`src/audio_board_config.svh`:
```
`ifndef AUDIO_BOARD_CONFIG_SVH
`define AUDIO_BOARD_CONFIG_SVH

//----------------------------------------
// Pin clock dividers
//----------------------------------------

`define MIC_SCK_HALF     4    // clk per sck half period, sck = clk / 8
`define AUDIO_BCLK_HALF  4    // clk per bclk half period, bclk = clk / 8

// Frame layout, two slots per frame
`define I2S_SLOT_BITS    32   // Bit clocks per channel slot

//----------------------------------------
// Widths and board resources
//----------------------------------------

`define MIC_BITS         24   // INMP441 sample width
`define SOUND_BITS       16   // DAC word width
`define N_LED            8    // Peak bar length
`define N_KEY            2    // Key 0 is mute
`define N_SW             3    // Volume shift 0 to 7

`endif

```
`src/audio_board_pkg.sv`:
```
`default_nettype none

`include "audio_board_config.svh"

package audio_board_pkg;

    //----------------------------------------
    // Audio data
    //----------------------------------------

    typedef logic signed [`MIC_BITS   - 1:0] mic_sample_t;  // Two's complement, MSB first
    typedef logic signed [`SOUND_BITS - 1:0] sound_t;       // Word sent to the DAC

    //----------------------------------------
    // Pin groups
    //----------------------------------------

    // Lines driven toward the microphone
    typedef struct packed
    {
        logic sck;      // Bit clock
        logic ws;       // Word select, low = left
        logic lr;       // Channel strap, low = left
    } mic_pins_t;

    // Lines driven toward the DAC
    typedef struct packed
    {
        logic mclk;     // Master clock, clk / 2
        logic bclk;     // Bit clock
        logic lrclk;    // Word select, low = left
        logic sdata;    // Serial data, MSB first
    } dac_pins_t;

endpackage

`default_nettype wire

```
`src/i2s_mic_receiver.sv`:
```
`timescale 1ns/10ps
`default_nettype none

`include "audio_board_config.svh"

module i2s_mic_receiver
(
    input  logic                          clk,
    input  logic                          rst,
    input  logic                          sd,
    output audio_board_pkg::mic_pins_t    pins,
    output audio_board_pkg::mic_sample_t  mic_sample,
    output logic                          sample_valid
);

    import audio_board_pkg::*;

    localparam int div_w    = (`MIC_SCK_HALF > 1) ? $clog2(`MIC_SCK_HALF) : 1;
    localparam int frame_w  = $clog2(2 * `I2S_SLOT_BITS);   // 6 bits, 64 sck per frame
    localparam int last_bit = `MIC_BITS;                    // Edge 25 holds the LSB

    logic [div_w   - 1:0] div_cnt;      // Half period counter
    logic                 sck;
    logic [frame_w - 1:0] bit_cnt;      // sck periods since frame start
    logic [frame_w - 1:0] bit_next;
    logic                 half_tick;
    logic                 sck_rise;
    logic                 sck_fall;
    mic_sample_t          shift_reg;    // Last 24 captured bits

    assign half_tick = (div_cnt == div_w'(`MIC_SCK_HALF - 1));
    assign sck_rise  = half_tick & ~sck;    // sck goes high this clk
    assign sck_fall  = half_tick &  sck;    // sck goes low this clk
    assign bit_next  = bit_cnt + 1'b1;

    //----------------------------------------
    // sck generation
    //----------------------------------------

    always_ff @(posedge clk or posedge rst)
    begin
        if (rst)
        begin
            div_cnt <= '0;
            sck     <= 1'b0;
        end
        else if (half_tick)
        begin
            div_cnt <= '0;
            sck     <= ~sck;
        end
        else
        begin
            div_cnt <= div_cnt + 1'b1;
        end
    end

    // Frame position, advanced on falling sck so ws moves there too
    always_ff @(posedge clk or posedge rst)
    begin
        if (rst)
            bit_cnt <= '0;
        else if (sck_fall)
            bit_cnt <= bit_next;            // Wraps at 64
    end

    //----------------------------------------
    // Data capture
    //----------------------------------------

    always_ff @(posedge clk)
    begin
        if (sck_rise)
            shift_reg <= {shift_reg[`MIC_BITS - 2:0], sd};  // MSB arrives first
    end

    // Full left word on rising edges 2 to 25 after ws falls
    always_ff @(posedge clk)
    begin
        if (sck_rise && bit_cnt == frame_w'(last_bit))
            mic_sample <= {shift_reg[`MIC_BITS - 2:0], sd};
    end

    always_ff @(posedge clk or posedge rst)
    begin
        if (rst)
            sample_valid <= 1'b0;
        else
            sample_valid <= sck_rise && (bit_cnt == frame_w'(last_bit));  // One clk strobe
    end

    //----------------------------------------
    // Pins
    //----------------------------------------

    assign pins.sck = sck;
    assign pins.ws  = bit_cnt[frame_w - 1];   // High for the right slot
    assign pins.lr  = 1'b0;                   // Mic answers in the left slot

endmodule

`default_nettype wire

```
`src/audio_level_core.sv`:
```
`timescale 1ns/10ps
`default_nettype none

`include "audio_board_config.svh"

module audio_level_core
(
    input  logic                          clk,
    input  logic                          rst,
    input  audio_board_pkg::mic_sample_t  mic_sample,
    input  logic                          sample_valid,
    input  logic [`N_KEY - 1:0]           key,
    input  logic [`N_SW  - 1:0]           sw,
    output audio_board_pkg::sound_t       sound,
    output logic [`N_LED - 1:0]           led
);

    import audio_board_pkg::*;

    localparam int bar_hi = `SOUND_BITS - 2;        // Bit 14, just below the sign
    localparam int bar_lo = bar_hi - `N_LED + 1;    // Bit 7

    sound_t                    trunc;       // Upper half of the mic word
    sound_t                    scaled;      // After volume shift
    sound_t                    sound_next;
    logic [`SOUND_BITS - 1:0]  magnitude;
    logic [`N_LED      - 1:0]  bar_bits;    // Magnitude bits 14..7
    logic [`N_LED      - 1:0]  led_next;

    //----------------------------------------
    // Sound word
    //----------------------------------------

    // Drop the 8 LSBs of the 24-bit sample
    assign trunc = mic_sample[`MIC_BITS - 1 -: `SOUND_BITS];

    // Volume, larger switch value means quieter
    assign scaled = trunc >>> sw;           // Arithmetic, keeps the sign

    assign sound_next = key[0] ? '0 : scaled;   // Key 0 held = mute

    //----------------------------------------
    // Peak bar
    //----------------------------------------

    // -32768 maps to 0x8000, whose bar bits are all clear
    assign magnitude = sound_next[`SOUND_BITS - 1] ? -sound_next : sound_next;

    assign bar_bits = magnitude[bar_hi:bar_lo];

    // LED i lit when any bar bit at or above i is set
    always_comb
    begin
        for (int i = 0; i < `N_LED; i++)
            led_next[i] = |(bar_bits >> i);
    end

    //----------------------------------------
    // Output registers
    //----------------------------------------

    // Both update one clk after the strobe
    always_ff @(posedge clk or posedge rst)
    begin
        if (rst)
        begin
            sound <= '0;
            led   <= '0;
        end
        else if (sample_valid)
        begin
            sound <= sound_next;
            led   <= led_next;      // Bar of the same word
        end
    end

endmodule

`default_nettype wire

```
`src/i2s_audio_out.sv`:
```
`timescale 1ns/10ps
`default_nettype none

`include "audio_board_config.svh"

module i2s_audio_out
(
    input  logic                        clk,
    input  logic                        rst,
    input  audio_board_pkg::sound_t     sound,
    output audio_board_pkg::dac_pins_t  pins
);

    import audio_board_pkg::*;

    localparam int div_w   = (`AUDIO_BCLK_HALF > 1) ? $clog2(`AUDIO_BCLK_HALF) : 1;
    localparam int frame_w = $clog2(2 * `I2S_SLOT_BITS);   // 64 bclk per frame
    localparam int slot_w  = $clog2(`I2S_SLOT_BITS);       // 32 bclk per slot

    logic                 mclk;
    logic [div_w   - 1:0] div_cnt;
    logic                 bclk;
    logic                 half_tick;
    logic                 bclk_fall;
    logic [frame_w - 1:0] bit_cnt;      // bclk periods since frame start
    logic [frame_w - 1:0] bit_next;
    logic                 slot_start;
    logic                 frame_start;
    sound_t               word;         // Held for both slots
    sound_t               shift_reg;
    logic                 sdata;

    assign half_tick   = (div_cnt == div_w'(`AUDIO_BCLK_HALF - 1));
    assign bclk_fall   = half_tick & bclk;
    assign bit_next    = bit_cnt + 1'b1;
    assign slot_start  = (bit_next[slot_w - 1:0] == '0);   // Next bclk opens a slot
    assign frame_start = (bit_next == '0);                 // lrclk falls next

    //----------------------------------------
    // Clocks
    //----------------------------------------

    always_ff @(posedge clk or posedge rst)
    begin
        if (rst)
            mclk <= 1'b0;
        else
            mclk <= ~mclk;          // clk / 2
    end

    always_ff @(posedge clk or posedge rst)
    begin
        if (rst)
        begin
            div_cnt <= '0;
            bclk    <= 1'b0;
        end
        else if (half_tick)
        begin
            div_cnt <= '0;
            bclk    <= ~bclk;
        end
        else
        begin
            div_cnt <= div_cnt + 1'b1;
        end
    end

    always_ff @(posedge clk or posedge rst)
    begin
        if (rst)
            bit_cnt <= '0;
        else if (bclk_fall)
            bit_cnt <= bit_next;    // MSB is lrclk
    end

    //----------------------------------------
    // Serializer
    //----------------------------------------

    // Same word in both slots, zeros after the LSB
    always_ff @(posedge clk or posedge rst)
    begin
        if (rst)
        begin
            word      <= '0;
            shift_reg <= '0;
            sdata     <= 1'b0;
        end
        else if (bclk_fall)
        begin
            if (frame_start)
                word <= sound;              // Sample at lrclk fall

            if (slot_start)
            begin
                shift_reg <= frame_start ? sound : word;
                sdata     <= 1'b0;          // I2S one bit delay
            end
            else
            begin
                shift_reg <= shift_reg << 1;            // Zero fill
                sdata     <= shift_reg[`SOUND_BITS - 1];
            end
        end
    end

    //----------------------------------------
    // Pins
    //----------------------------------------

    assign pins.mclk  = mclk;
    assign pins.bclk  = bclk;
    assign pins.lrclk = bit_cnt[frame_w - 1];   // Low = left slot
    assign pins.sdata = sdata;

endmodule

`default_nettype wire

```
`src/audio_board_top.sv`:
```
`timescale 1ns/10ps
`default_nettype none

`include "audio_board_config.svh"

module audio_board_top
(
    input  logic                        clk,
    input  logic                        rst,
    input  logic [`N_KEY - 1:0]         key,        // Active low at the pin
    input  logic [`N_SW  - 1:0]         sw,
    input  logic                        mic_sd,
    output audio_board_pkg::mic_pins_t  mic,
    output audio_board_pkg::dac_pins_t  dac,
    output logic [`N_LED - 1:0]         led
);

    import audio_board_pkg::*;

    logic [`N_KEY - 1:0] key_pressed;   // High while pressed
    mic_pins_t           mic_raw;
    dac_pins_t           dac_raw;
    mic_sample_t         mic_sample;
    logic                sample_valid;
    sound_t              sound;

    assign key_pressed = ~key;

    //----------------------------------------
    // Audio path
    //----------------------------------------

    i2s_mic_receiver i_microphone
    (
        .clk          ( clk          ),
        .rst          ( rst          ),
        .sd           ( mic_sd       ),
        .pins         ( mic_raw      ),
        .mic_sample   ( mic_sample   ),
        .sample_valid ( sample_valid )
    );

    audio_level_core i_core
    (
        .clk          ( clk          ),
        .rst          ( rst          ),
        .mic_sample   ( mic_sample   ),
        .sample_valid ( sample_valid ),
        .key          ( key_pressed  ),
        .sw           ( sw           ),
        .sound        ( sound        ),
        .led          ( led          )  // Already registered in the core
    );

    i2s_audio_out o_audio
    (
        .clk          ( clk          ),
        .rst          ( rst          ),
        .sound        ( sound        ),
        .pins         ( dac_raw      )
    );

    //----------------------------------------
    // Pin registers
    //----------------------------------------

    // Registered pins keep decode glitches off the board
    always_ff @(posedge clk or posedge rst)
    begin
        if (rst)
        begin
            mic <= '0;              // lr low selects left
            dac <= '0;
        end
        else
        begin
            mic <= mic_raw;
            dac <= dac_raw;
        end
    end

endmodule

`default_nettype wire

```
`config.mk`:
```
export PLATFORM = sky130hd
export DESIGN_NAME = audio_board_top
export DESIGN_NICKNAME = d
export VERILOG_FILES = /design/src/audio_board_pkg.sv /design/src/i2s_mic_receiver.sv /design/src/audio_level_core.sv /design/src/i2s_audio_out.sv /design/src/audio_board_top.sv
export VERILOG_INCLUDE_DIRS = /design/src
export SDC_FILE = /design/constraint.sdc
export NUM_CORES = 1
export LEC_CHECK = 0
export BUFFER_PORTS_ARGS = -buffer_cell sky130_fd_sc_hd__buf_2
export CORE_MARGIN = 4
export CORE_UTILIZATION = 50
export CTS_BUF_LIST = sky130_fd_sc_hd__clkbuf_16
export DETAILED_ROUTE_END_ITERATION = 8
export GPL_TIMING_DRIVEN = 0
export PLACE_DENSITY = 0.67
export SLEW_MARGIN = 20
export SYNTH_ARGS = -nofsm -noshare
export SYNTH_HDL_FRONTEND = slang
export SYNTH_SLANG_ARGS = --single-unit
```
`constraint.sdc`:
```
create_clock -name clk -period 8.5 [get_ports clk]
set_input_delay 0.85 -clock clk [delete_from_list [all_inputs] [get_ports clk]]
set_output_delay 0.85 -clock clk [all_outputs]
set_load 0.005 [all_outputs]
```
# Yosys cells after proc, flatten, opt, wreduce, memory -nomap -nowiden
# Cells that the tools add are included.
# totals
reg_bits,130
in_bits,8
output_inout_bits,15
# op_classes
add_sub_neg,5
n_eq_ne,3
n_shift,1
n_mux,7
bitwise,7
reduce_logical,10
# op_table
operator,count
16-bit two-way mux,3
16-bit by 3-bit >>> shifter with 16-bit output,1
15-bit two-way mux,1
15-bit negation,1
6-bit by 1-bit adder with 6-bit output (second input constant),2
8-bit OR reduction,1
7-bit OR reduction,1
6-bit by 5-bit equality test with 1-bit output (second input constant),1
6-bit zero test,1
6-bit OR reduction,1
5-bit zero test,1
5-bit OR reduction,1
2-bit by 1-bit adder with 2-bit output (second input constant),2
2-bit equality test (second input constant),2
2-bit two-way mux,2
1-bit inverter,4
4-bit OR reduction,1
1-bit AND,3
3-bit OR reduction,1
2-bit OR reduction,1
1-bit logical AND,1
1-bit two-way mux,1

# Logic depth before layout (Yosys ltp)
# depth
depth_word,5
ltp_mapped,11
depth_no_buf,9

# Hierarchy
# From an unflattened synthesis, not the netlist that was laid out.
# hier_totals
cells_unflattened,541
hier_area_um2,6372.4
# by_module_without_submodules
module,instances,cells_per_inst,area_per_inst_um2,seq_area_each_um2
i2s_audio_out,1,275,2512.4,1076.0
i2s_mic_receiver,1,86,1868.0,1661.6
audio_level_core,1,170,1805.5,600.6
audio_board_top,1,10,186.4,175.2

# Worst setup path before layout
# No wires, ideal clock.
# synth_path
kind,register to register
startpoint,reg i_microphone.div_cnt[0]
endpoint,"reg i_microphone.mic_sample[10], enable pin"
setup_time_ns,0.411
arrival_time_ns,3.009
path_slack_ns,5.079
stages_incl_launch_ff,5
path_buffers,0
synth_period_minus_slack_ns,3.421
cell_sequence,dfrtp_1 -> ha_1 -> nor2b_1 -> nand3b_1 -> nor3_1
# synth_between
elab_chain_cells,3
# synth_rtl
item,line_no,rtl
"start, declared",i2s_mic_receiver.sv:22,logic [div_w - 1:0] div_cnt;
"start signal, assigned",i2s_mic_receiver.sv:54,div_cnt <= div_cnt + 1'b1;
2-bit equality test,i2s_mic_receiver.sv:31,assign half_tick = (div_cnt == div_w'(`MIC_SCK_HALF - 1));
1-bit AND,i2s_mic_receiver.sv:32,assign sck_rise = half_tick & ~sck;
net i_microphone.sck_rise,i2s_mic_receiver.sv:27,logic sck_rise;
1-bit logical AND,i2s_mic_receiver.sv:80,if (sck_rise && bit_cnt == frame_w'(last_bit))
"end signal, assigned",i2s_mic_receiver.sv:81,"mic_sample <= {shift_reg[`MIC_BITS - 2:0], sd};"
"end, declared",i2s_mic_receiver.sv:12,"output audio_board_pkg::mic_sample_t mic_sample,"
# The timed path passes the listed nets, and every way through them passes these cells.
# A chain may end at the register's enable or synchronous reset.

# Worst setup path after layout
# layout_path
startpoint,in sw[1]
endpoint,reg i_core.led[1]
# layout_between
elab_chain_cells,5
# layout_rtl
item,line_no,rtl
"start, declared",audio_board_top.sv:11,"input logic [`N_SW - 1:0] sw,"
16-bit by 3-bit >>> shifter with 16-bit output (*),audio_level_core.sv:38,assign scaled = trunc >>> sw;
16-bit two-way mux (*),audio_level_core.sv:40,assign sound_next = key[0] ? '0 : scaled;
15-bit negation,audio_level_core.sv:47,assign magnitude = sound_next[`SOUND_BITS - 1] ? -sound_next : sound_next;
15-bit two-way mux (*),audio_level_core.sv:47,
7-bit OR reduction (*),audio_level_core.sv:55,led_next[i] = |(bar_bits >> i);
"end signal, assigned",audio_level_core.sv:73,led <= led_next;
"end, declared",audio_level_core.sv:15,output logic [`N_LED - 1:0] led
# Mark *: on every way between the ends. The rest lies on a longest branch, timed or not.

==> out/qor.csv <==
stage;metric;value;unit
sta;final-layout worst hold slack;367;ps
drt;total number of vias;3955;
synth;mean area per synthesized cell;11.3;um^2
worst_setup_path;endpoint required time on the critical path;8760;ps
synth;Synthesized Nets;528;
worst_setup_path;endpoint kind of the worst setup timing path;flop;
drt;violation count after the first detailed-route iteration;266;
clocking;worst skew pair latency;410;ps
sta;RSZ-0062 raised after global routing;false;
drt;Post-Route WL;11.5;mm
sta;worst slew margin relative to its limit;52.8;%
clocking;number of cells upsized or downsized after cts;0;
worst_setup_path;Crit Path Max Fanout;10;
final_layout;area grow syn2layout;15.2;%
hold_path;type of the worst min-delay path;reg2reg;
drt;number of optimization iterations in the first detailed-route pass;4;
global_routing;initial antenna violation count;0;
synth;Ys Warns;0;
power;static leakage;2.89;nW
floorplanning;vertical extent of the die;116;um
worst_setup_path;delay of the slowest critical-path stage;420;ps
run_status;result of the run;complete, no violations;
global_routing;wire length of the first global-routing pass;19.5;mm
final_layout;number of nets in the layout;568;
floorplanning;initial standard-cell utilization of the core;51.0;%
synth;most instantiated flip-flop cell in the synthesis netlist;sky130_fd_sc_hd__dfrtp_1;
sta;setup TNS;0;ps
drt;Post-DRT Antenna Nets;0;
clocking;number of buffers inserted during clock tree synthesis;17;
clocking;postcts setup bufs;0;
final_layout;final antenna diode count;0;
sta;portion of the clock cycle consumed by the worst path in the final layout;41.7;%
floorplanning;x dimension of the die;116;um
synth;adder-cell share of the synthesized area;1.29;%
worst_setup_path;CP cell instances;buf_2 > buf_6 > buf_6 > mux2i_1 > mux2i_1 > a221oi_1 > o2111a_1 > mux2_2 > a311o_1 > a2111oi_4 > a31oi_1;
clocking;clock transition at the register clock pins on the worst setup and hold paths after CTS;50;ps
placed_design;last weighted congestion value of the routability-driven placer;0.922;
sta;Final Critical Period;3540;ps
floorplanning;Ports;23;
global_routing;pin count of the biggest net entering global routing;44;
clocking;Clock Tree Buf Depth;2;
sta;slew of the pin with the lowest slew margin;704;ps
synth;sequential fraction of the synthesis area;55.7;%
sta;setup violators final;0;
clocking;deepest level of the CTS H-tree;4;
drt;DR vias/cell;5.57;
floorplanning;overall die area;13400;um^2
synth;combined area of all synthesized cells;5830;um^2
final_layout;fill cell total of the finished layout;958;
worst_setup_path;slowest cell on the critical path;sky130_fd_sc_hd__a2111oi_4;
global_routing;number of global-route vias before repair;4023;
placed_design;count of input and output buffers;18;
final_layout;flip-flop count of the largest register, all copies and words added;23;
floorplanning;std cell rows;39;
sta;Final Hold Viols;0;
floorplanning;core area;11400;um^2
drt;count of unresolved DRC violations after routing;0;
synth;fraction of synthesized area in multiplexers;11.0;%
global_routing;total global routing track utilization;18.6;%
synth;combinational family with the most area after synthesis;compound AO/OA/AOI/OAI gates;
clocking;CTS tree;done;
power;Peak supply drop;0.000177;V
sta;final setup skew;13.5;ps
final_layout;leading cell type in the layout, fill and taps excluded;sky130_fd_sc_hd__dfrtp_1;
final_layout;top library cells by usage in the layout, fill and taps aside;83 x sky130_fd_sc_hd__dfrtp_1, 51 x sky130_fd_sc_hd__nand2_1, 42 x sky130_fd_sc_hd__nor2_1, 39 x sky130_fd_sc_hd__edfxtp_1, 36 x sky130_fd_sc_hd__o21ai_0;
sta;Slew Viols, Final;0;
clocking;CTS Hold Buffers Added;0;
synth;number of enable-type register cells in the synthesized netlist;39;
synth;Gate Count Post-Synth;514;
worst_setup_path;start-to-end type of the worst setup path;in2reg;
worst_setup_path;Crit path arrival time;3800;ps
synth;Synth Area in Simple Gates;11.0;%
synth;number of flip-flops and latches in the synthesized netlist;122;
worst_setup_path;nature of the critical path startpoint;input pin;
clocking;Clock Tree Root;sky130_fd_sc_hd__clkbuf_16;
synth;Post-Synth XOR/XNOR Area;2.56;%
run;Max Cap Viol;0;
global_routing;sum of overflow across all layers after global routing;0;
sta;Max Clk Rate;282;MHz
synth;post-synthesis compound-gate area fraction;14.6;%
synth;number of library cell types mapped by synthesis;60;
drt;wire per inst;16.2;um
power;PwrDens;201;nW/um^2
placed_design;sum of net half-perimeters after detailed placement;8.11;mm
final_layout;share of post-route cells with drive strength above 1;15.3;%
clocking;clk sinks;122;
synth;fraction of registers with async set or reset after synthesis;68.0;%
## power breakdown
part | switching, mW | leakage [nW] | internal (mW)
Clock | 0.244 | 0.302 | 0.439
Combinational | 0.0373 | 1.21 | 0.0223
Sequential | 0 | 1.38 | 0.604
## layout make-up
type / count / area, um^2 / share of cell area (%)
flip-flops and latches: 122 / 3250 / 48.4
multi-input cells: 340 / 2360 / 35.2
clock buffers: 18 / 450 / 6.71
well taps: 143 / 179 / 2.67
plain buffers: 34 / 154 / 2.29
repair buffers: 21 / 129 / 1.92
clock inverters: 14 / 116 / 1.73
inverters: 18 / 70.1 / 1.04
## layer usage
metal / global-route usage (%) / up-vias / part of all wire (%)
met2: 29.7 / 64 / 49
met5: 0 / - / 0
met4: 8.97 / 0 / 1.9
met3: 4.75 / 23 / 3.5
li1: - / 1927 / -
met1: 23.7 / 1941 / 46
## final timing paths
| check | slack [ps] | to | cells past startpoint | from |
|---|---|---|---|---|
| setup / recovery | 4960 | i_core.led[1]$_DFFE_PP0P_ | 11 | sw[1] |
| hold / removal | 370 | dac[3]$_DFF_PP0_ | 0 | o_audio.mclk$_DFF_PP0_ |
| setup reg to reg | 5320 | i_core.led[1]$_DFFE_PP0P_ | 9 | i_microphone.mic_sample[22]$_DFFE_PP_ |
| hold reg to reg | 370 | dac[3]$_DFF_PP0_ | 0 | o_audio.mclk$_DFF_PP0_ |
| max in group asynchronous | 7380 | i_core.sound[14]$_DFFE_PP0P_ | 3 | rst |
| min in group asynchronous | 500 | i_microphone.bit_cnt[2]$_DFFE_PP0P_ | 2 | rst |
## worst max-delay path, delay by kind of cell
| kind | cells | cell delay, ps |
|---|---|---|
| buffers and inverters | 3 | 400 |
| multiplexers | 3 | 960 |
| AO/OA/AOI/OAI | 5 | 1590 |
## cell usage after synthesis (6+ instances only)
cell / n / area [um^2]
sky130_fd_sc_hd__clkbuf_1: 20 / 75.1
sky130_fd_sc_hd__ha_1: 6 / 75.1
sky130_fd_sc_hd__mux4_2: 6 / 135
sky130_fd_sc_hd__nand3_1: 10 / 50.1
sky130_fd_sc_hd__buf_2: 6 / 30.0
sky130_fd_sc_hd__o21ai_0: 36 / 180
sky130_fd_sc_hd__a21o_1: 17 / 128
sky130_fd_sc_hd__mux2_2: 13 / 146
sky130_fd_sc_hd__nand2_1: 51 / 191
sky130_fd_sc_hd__a21oi_1: 13 / 65.1
sky130_fd_sc_hd__nand2b_1: 8 / 50.1
sky130_fd_sc_hd__a211oi_1: 19 / 143
sky130_fd_sc_hd__mux2i_1: 28 / 280
sky130_fd_sc_hd__o22ai_1: 10 / 62.6
sky130_fd_sc_hd__dfrtp_1: 83 / 2080
sky130_fd_sc_hd__inv_1: 17 / 63.8
sky130_fd_sc_hd__and2_1: 6 / 37.5
sky130_fd_sc_hd__nor2_1: 42 / 158
sky130_fd_sc_hd__xnor2_1: 12 / 105
sky130_fd_sc_hd__edfxtp_1: 39 / 1170
## through the flow
stage / cell area (um^2) / setup WS (ps) / total power, mW / util (%) / std cells
2_1_floorplan: 5830 / 5080 / 0.660 / - / 514
3_3_place_gp: 6100 / 4270 / 0.672 / 53.4 / 675
3_5_place_dp: 6140 / 4580 / 0.674 / 53.8 / 678
4_1_cts: 6710 / 4990 / 1.36 / 58.8 / 710
5_1_grt: 6710 / 4890 / 1.39 / 58.8 / 710
6_report: 6710 / 4960 / 1.35 / 58.8 / 710
## kinds of logic (layout without fill, tap and decap cells)
logic type | count (synthesis) | in the layout
and+or+nand+nor | 140 | 140
AOI/OAI and AO/OA | 123 | 123
DFF | 122 | 122
muxes | 53 | 53
buffers and inverters | 52 | 105
xor gates and xnor gates | 17 | 17
adders and majority gates | 6 | 6
other | 1 | 1
Power figures use the tool's default switching activity.
